File: src/gprPkg.sv
// shared types for the 6R3W register file; ids 0-31 are general, 32 and up special codes
package gprPkg;

	localparam int numLanes = 3; // issue lanes A, B, C
	localparam int numStages = 3; // EX1..EX3 forwarding
	localparam int numReadPorts = 6; // S T U V X Y

	localparam int idWidth = 6;
	localparam int gprIdxWidth = 5; // index into one lane bank
	localparam int valWidth = 64;
	localparam int immWidth = 33; // top bit is the sign

	typedef logic [idWidth-1:0] regId_t;
	typedef logic [gprIdxWidth-1:0] gprIdx_t;
	typedef logic [valWidth-1:0] regVal_t;
	typedef logic [immWidth-1:0] imm_t;

	// special codes above the general range
	localparam regId_t idDlr = 6'd32;
	localparam regId_t idDhr = 6'd33;
	localparam regId_t idSp = 6'd34;
	localparam regId_t idImm = 6'd62; // lane immediate, never forwarded
	localparam regId_t idZzr = 6'd63; // zero register

	// one lane's write-back
	typedef struct packed
	{
		regId_t id;
		regVal_t val;
	} regWrite_t;

	// one stage-lane result on the forwarding network
	typedef struct packed
	{
		logic held; // value not ready yet
		regWrite_t wr;
	} fwdEntry_t;

	// index 0 is lane A
	typedef regWrite_t [numLanes-1:0] laneWrites_t;

	// [stage][lane], stage 0 is EX1 and lane 0 is A
	typedef fwdEntry_t [numStages-1:0][numLanes-1:0] fwdStages_t;

endpackage

File: src/specialRegs.sv
// DLR, DHR and SP; DHR and SP see lanes A and B only, lane C writes to them are dropped
`timescale 1ns/1ns

module specialRegs #(
	parameter gprPkg::regVal_t resetVal = '0
) (
	input logic clock,
	input logic rstN,
	input logic writeEn,
	input gprPkg::laneWrites_t writeBack,
	output gprPkg::regVal_t dlr,
	output gprPkg::regVal_t dhr,
	output gprPkg::regVal_t sp
);
	import gprPkg::*;

	localparam int narrowLanes = 2; // lanes A and B

	// later lane overrides earlier, unmatched keeps current value
	function automatic regVal_t nextSpecial(
		input regId_t code,
		input int unsigned lanes,
		input regVal_t cur,
		input laneWrites_t wb
	);
		regVal_t res;
		res = cur;
		for (int l = 0; l < numLanes; l++)
		begin
			if ((l < lanes) && (wb[l].id == code))
				res = wb[l].val;
		end
		return res;
	endfunction

	regVal_t dlrNext;
	regVal_t dhrNext;
	regVal_t spNext;

	always_comb
	begin
		dlrNext = nextSpecial(idDlr, numLanes, dlr, writeBack); // all three lanes
		dhrNext = nextSpecial(idDhr, narrowLanes, dhr, writeBack);
		spNext = nextSpecial(idSp, narrowLanes, sp, writeBack);
	end

	always_ff @(posedge clock)
	begin
		if (!rstN)
		begin
			dlr <= resetVal;
			dhr <= resetVal;
			sp <= resetVal;
		end
		else if (writeEn) // hold or flush freezes all three
		begin
			dlr <= dlrNext;
			dhr <= dhrNext;
			sp <= spNext;
		end
	end

endmodule

File: config.mk
export PLATFORM = sky130hd
export DESIGN_NAME = specialRegs
export DESIGN_NICKNAME = d
export VERILOG_FILES = /design/src/gprPkg.sv /design/src/specialRegs.sv
export SDC_FILE = /design/constraint.sdc
export NUM_CORES = 1
export LEC_CHECK = 0
export BUFFER_PORTS_ARGS = -buffer_cell sky130_fd_sc_hd__buf_2
export CAP_MARGIN = 20
export CORE_MARGIN = 2
export CORE_UTILIZATION = 45
export CTS_BUF_LIST = sky130_fd_sc_hd__clkbuf_16
export CTS_CLUSTER_DIAMETER = 30
export DETAILED_ROUTE_END_ITERATION = 16
export PLACE_DENSITY = 0.77
export RECOVER_POWER = 100
export SYNTH_ARGS = -nofsm -noshare
export SYNTH_HDL_FRONTEND = slang
export SYNTH_SLANG_ARGS = --single-unit
File: constraint.sdc
create_clock -name clock -period 1.8 [get_ports clock]
set_input_delay 0.18 -clock clock [delete_from_list [all_inputs] [get_ports clock]]
set_output_delay 0.18 -clock clock [all_outputs]
set_load 0.02 [all_outputs]
==> results of run 1 <==
## per-stage QoR
step,hold slack [ns],total power (W)
2_1_floorplan,0.4125,0.005192
3_3_place_gp,0.4418,0.005751
3_5_place_dp,0.4512,0.005778
4_1_cts,0.1006,0.009590
5_1_grt,0.1035,0.009792
6_report,0.1112,0.009470
## layout make-up
cell class / instances / area (µm²) / area share (%)
Timing Repair Buffer: 480 / 2656 / 19.28
Clock inverter: 15 / 147.6 / 1.071
Tap cell: 330 / 412.9 / 2.996
Inverter: 3 / 16.27 / 0.1180
Clock buffer: 17 / 425.4 / 3.087
Multi-Input combinational cell: 786 / 6271 / 45.51
Sequential cell: 192 / 3844 / 27.89
Antenna cell: 3 / 7.507 / 0.05448
## worst register-to-register path: stages (launching register included)
cell      delay [ns]
dfxtp_1         0.36
a21oi_1         0.06
a211oi_1        0.26
## per-layer routing
metal  routed length, µm  part of all wire (%)  vias up
met5                  27                 0.070        -
met4                1357                   3.5        4
met3                2988                   7.7      100
met2               18280                    47      554
met1               16080                    42     5201
li1                    -                     -     4983
## layout by cell type (no fill, tap or decap), types with 2 or more instances in the layout
cell type	instances
a211oi_1	55
o32ai_4	2
a21oi_1	128
nand3b_1	64
buf_2	209
mux2i_1	192
or2b_1	2
inv_6	5
nand2_1	64
clkbuf_1	194
dfxtp_1	192
and3_1	64
inv_8	4
or4b_1	2
a211oi_2	73
clkinv_1	2
inv_1	3
clkbuf_4	3
buf_12	24
nor2_4	3
nor3_1	2
clkbuf_16	17
o311ai_0	64
clkbuf_2	3
diode_2	3
clkinv_4	3
and2_2	2
nor4b_2	2
a21boi_0	64
buf_4	45
## kinds of logic after synthesis
logic type | count (synthesis)
AO/OA/AOI/OAI | 387
AND/OR/NAND/NOR | 207
multiplexers | 192
flip-flops | 192
buffers and inverters | 142
## worst max path at each step
stage	startpoint	end	slack, ns	cells past startpoint
after floorplan	writeBack[138]	dhr[53]$_SDFFE_PN0P_	0.05	6
after global placement	writeBack[67]	sp[1]$_SDFFE_PN0P_	-0.30	6
after detailed placement	writeBack[67]	sp[0]$_SDFFE_PN0P_	-0.34	6
after CTS	writeBack[67]	dhr[29]$_SDFFE_PN0P_	0.11	6
after global routing	writeBack[67]	sp[23]$_SDFFE_PN0P_	0.01	6
final	writeBack[138]	sp[18]$_SDFFE_PN0P_	0.08	7
## power by group
group	switching [W]	total (W)	internal [W]
Sequential	0.0000344	0.00434	0.00430
Clock	0.00186	0.00383	0.00196
Combinational	0.000786	0.00131	0.000520
## registers in the layout, summed over array words and instances (netlist names)
name  count
dhr      64
dlr      64
sp       64
==> run_results.csv, run 1 <==
group,metric,value,unit
drt,dr.pass1.iters,7,
logic_synthesis,yosysTopAreaCellShare,33.54,%
logic_synthesis,synth.avg_cell_area,10.23,µm²
critical_path,startpoint_type,"primary input",
worst_hold_path,holdPathStages,3,
cells_and_area,utilization,54.88,%
timing,fin_setup_tns,0,ns
timing,slew-limit-headroom,62.91,%
grt,grt-ovfl-total,0,
logic_synthesis,synth_edf_count,0,
logic_synthesis,synthSimpleGateAreaFrac,10.91,%
logic_synthesis,synth_flop_cell,"dfxtp_1",
pwr,power_leakage,5.174,nW
cells_and_area,syn_to_final_growth,20.25,%
logic_synthesis,synth_top_family_by_area,"compound AO/OA/AOI/OAI gates",
grt,use_met1,35.61,%
timing,setup_viol,0,
logic_synthesis,seq_area_frac_synth,33.54,%
cells_and_area,fin_area,13780,µm²
outcome,status,"finished, final reports clean",
drt,drt_iter0_drc,842,
logic_synthesis,netlist_instances,1120,
drt,wl_per_cell,21.21,µm
pwr,ir_drop,512.9,µV
cells_and_area,final_nets,1693,
clock_tree,cts_resized,0,
critical_path,worstPathArrival,2.04,ns
drt,detail-route-antenna-nets,0,
logic_synthesis,yosysWarnings,0,
drt,remaining_drc_errors,0,
pwr,powerDensity,687.2,nW/µm²
floorplan,rows,58,
timing,fin_ws,0.07646,ns
clock_tree,cts_setup_buffers,0,
floorplan,dieWidth,163.6,µm
clock_tree,clk_pin_slew,0.08,ns
timing,drv_slew,0,
placement,gp_congestion,0.8694,
worst_hold_path,worstHoldStart,"writeBack[12]",
floorplan,die_area,26760,µm²
grt,grt_pass1_vias,10490,
clock_tree,clk_latency,0.43,ns
floorplan,core_area,25110,µm²
timing,rsz0062_at_grt,"no",
timing,fin_crit_sh,95.75,%
timing,fmax,580.2,MHz
floorplan,fp.dieH,163.6,µm
grt,gr-usage-met3,5.561,%
critical_path,crit_chain,"clkbuf_2 > or4b_1 > buf_4 > nor2_4 > buf_8 > mux2i_1 > a211oi_2",
timing,finalHoldViolations,0,
logic_synthesis,synth-async-reset-ratio,0,%
critical_path,rrSetupSlack,1.03,ns
grt,grt_pass1_wl,59.00,mm
critical_path,worstReg2RegStart,"dhr[20]$_SDFFE_PN0P_",
clock_tree,postCtsHoldBufs,0,
drt,drt-total-wl,38.73,mm
drt,via_per_inst,5.938,
critical_path,end_kind,"flop",
grt,grt-busiest-layer,"met2",
logic_synthesis,synthMuxAreaShare,16.77,%
placement,place_ws,-0.3374,ns
logic_synthesis,synthTopCellsByArea,"dfxtp_1, mux2i_1, a211oi_2, a21oi_1, o311ai_0",
timing,fin_crit,1.724,ns
timing,clock_skew,0,ns
logic_synthesis,synthTopCellsByCount,"dfxtp_1, mux2i_1, a21oi_1",
clock_tree,clock_sinks,192,
logic_synthesis,post-synth-top-area-cell,"dfxtp_1",
cells_and_area,nFillCells,2384,
critical_path,cp_top_family,"simple AND/OR/NAND/NOR gates",
placement,dp_hpwl,27.78,mm
critical_path,worstPathMaxFanout,17,
drt,dr_total_vias,10840,
floorplan,ioPinCount,405,
grt,grt_max_degree,87,
placement,io_buffers,404,
worst_hold_path,min_to,"sp[12]$_SDFFE_PN0P_",
critical_path,crit_buf_inv,3,
job,cap_violations,0,
cells_and_area,stdcell_count,1826,
critical_path,reg2regPathDepth,2,
timing,worst_pin_slew,0.5494,ns
worst_hold_path,hold_class,"in2reg",
grt,antenna_found_initial,4,
critical_path,timing.rr.end,"dhr[20]$_SDFFE_PN0P_",
placement,place_inst,1791,
critical_path,cpMaxStageDelayCell,"or4b_1",
logic_synthesis,synth_nets,1333,
logic_synthesis,synth_cell_type_count,29,
critical_path,critPathMaxStageDelay,0.53,ns
logic_synthesis,synth_xor_area_share,0,%
cells_and_area,drive_gt1_share,26.86,%
logic_synthesis,synthAdderAreaFrac,0,%
clock_tree,tritoncts,"yes",
logic_synthesis,synthesis.area,11460,µm²
clock_tree,clockBufferDepth,2,
clock_tree,cts_buffers,17,
logic_synthesis,synth_compound_area_share,28.65,%
clock_tree,clockRootBuffer,"clkbuf_16",
placement,placed_area,13750,µm²
clock_tree,htreeDepth,4,
critical_path,cp.required,2.12,ns
logic_synthesis,ys_ff_latch,192,
critical_path,crit_type,"in2reg",
grt,grtUsageMet2,45.91,%
floorplan,start_util,45.64,%
grt,track_usage,27.92,%
No activity file was read; power rests on OpenSTA's default activity.
==> inputs of run 2 (changes only) <==
==> constraint.sdc (replaced) <==
create_clock -name clock -period 1.8 [get_ports clock]
set_input_delay 0 -clock clock [delete_from_list [all_inputs] [get_ports clock]]
set_output_delay 0 -clock clock [all_outputs]
set_load 0.02 [all_outputs]
==> run_results.csv, run 2 (synthesis results as in run 1) <==
group,metric,value,unit
critical_path,critPathLaunch,"writeBack[67]",
grt,grt_pass1_vias,12120,
timing,fin_setup_tns,0,ns
clock_tree,clockBufferDepth,2,
drt,via_per_inst,6.019,
pwr,p_total,0.009744,W
cells_and_area,final_nets,1851,
pwr,powerDensity,627.6,nW/µm²
pwr,ir_drop,547.2,µV
drt,dr.pass1.iters,5,
clock_tree,tritoncts,"yes",
critical_path,critPathMaxStageDelay,0.69,ns
cells_and_area,drive_gt1_share,26.59,%
clock_tree,clock_sinks,192,
cells_and_area,reg_top3,"dhr (64), dlr (64), sp (64)",
worst_hold_path,hold_class,"in2reg",
critical_path,worstReg2RegStart,"dhr[17]$_SDFFE_PN0P_",
grt,grt-ovfl-total,0,
grt,track_usage,30.82,%
critical_path,startpoint_type,"primary input",
clock_tree,cts_buffers,17,
timing,fin_crit_sh,99.74,%
worst_hold_path,worstHoldStart,"writeBack[72]",
timing,drv_slew,0,
cells_and_area,layout_commonest_cell,"buf_2",
floorplan,die_area,26760,µm²
placement,io_buffers,404,
grt,antenna_found_initial,2,
outcome,status,"finished, final reports clean",
drt,wl_per_cell,21.78,µm
timing,clock_skew,0,ns
critical_path,cpMaxStageDelayCell,"or4b_1",
clock_tree,clk_pin_slew,0.08,ns
drt,drt_iter0_drc,1013,
floorplan,dieWidth,163.6,µm
cells_and_area,final-seq-area,3844,µm²
floorplan,rows,58,
job,cap_violations,0,
cells_and_area,nFillCells,2113,
clock_tree,clk_latency,0.44,ns
pwr,power_leakage,5.904,nW
floorplan,fp.dieH,163.6,µm
critical_path,end_kind,"flop",
grt,grt_max_degree,67,
placement,dp_hpwl,27.79,mm
critical_path,crit_type,"in2reg",
timing,setup_viol,0,
clock_tree,htreeDepth,4,
timing,worst_pin_slew,0.6945,ns
timing,fmax,557.0,MHz
floorplan,start_util,45.64,%
drt,detail-route-antenna-nets,0,
clock_tree,clockRootBuffer,"clkbuf_16",
floorplan,core_area,25110,µm²
critical_path,worstPathArrival,2.13,ns
grt,grt_pass1_wl,64.97,mm
timing,finalHoldViolations,0,
timing,slew-limit-headroom,53.11,%
cells_and_area,utilization,61.83,%
drt,dr_total_vias,11920,
cells_and_area,diodes,0,
critical_path,worstPathMaxFanout,21,
cells_and_area,multi_input_area,6406,µm²
floorplan,ioPinCount,405,
placement,gp_congestion,0.8774,
drt,remaining_drc_errors,0,
critical_path,cp.required,2.14,ns
critical_path,crit_chain,"buf_2 > or4b_1 > o32ai_4 > clkbuf_2 > a21oi_1 > a211oi_2",
cells_and_area,layout_common_cells,"buf_2, clkbuf_1, mux2i_1, dfxtp_1, dlygate4sd3_1",
drt,drt-total-wl,43.14,mm
cells_and_area,syn_to_final_growth,35.48,%
timing,fin_crit,1.795,ns
## run 2: layout make-up
cell class,instances,area share [%]
flip-flops and latches,192,24.76
multi-input cells,786,41.26
inverters,3,0.1048
clock inverters,15,0.9670
clock buffers,17,2.740
well taps,330,2.659
repair buffers,638,27.51
## run 2: through the flow
stage / cells / cell area [µm²] / setup WS (ns) / hold slack [ns]
detailed placement: 1794 / 13840 / -0.2302 / 0.3782
global placement: 1794 / 13840 / -0.1548 / 0.3675
finish: 1981 / 15530 / 0.004658 / 0.004229
global route: 1981 / 15530 / -0.0002629 / 0.03122
CTS: 1972 / 15880 / 0.06033 / 0.0003132
floorplan: 1120 / 11460 / 0.2343 / 0.2325
## run 2: worst paths after layout
check | to | slack, ns | cells after the start
worst max-delay path | dhr[17]$_SDFFE_PN0P_ | 0.005 | 6
worst min-delay path | dhr[2]$_SDFFE_PN0P_ | 0.004 | 3
worst max register to register | dhr[17]$_SDFFE_PN0P_ | 0.96 | 2
worst min register to register | dlr[17]$_SDFFE_PN0P_ | 0.46 | 2
## run 2: critical path: cells and delay by family
| kind | cells | cell delay (ns) |
|---|---|---|
| compound gates | 3 | 0.80 |
| buf+inv | 2 | 0.63 |
| simple gates | 1 | 0.69 |
## run 2: repair_timing
item	CTS	global route
setup buffers	0	9
hold buffers	146	0
resized for setup	0	0
setup endpoints to repair	0	2
endpoints found under the hold margin	139	0
## run 2: power breakdown
part / internal, W / leakage (nW) / switching, W
clock: 0.00185 / 0.282 / 0.00195
combinational: 0.000728 / 4.07 / 0.000876
sequential: 0.00430 / 1.55 / 0.0000356
total: 0.00688 / 5.90 / 0.00286
## run 2: metal layers
| metal | global-route usage (%) | up-vias | share of wire, % |
|---|---|---|---|
| met4 | 19.22 | 4 | 5.7 |
| met5 | 0 | - | 0.063 |
| met3 | 5.967 | 200 | 7.6 |
| li1 | - | 5292 | - |
| met2 | 51.44 | 771 | 47 |
| met1 | 36.40 | 5656 | 39 |
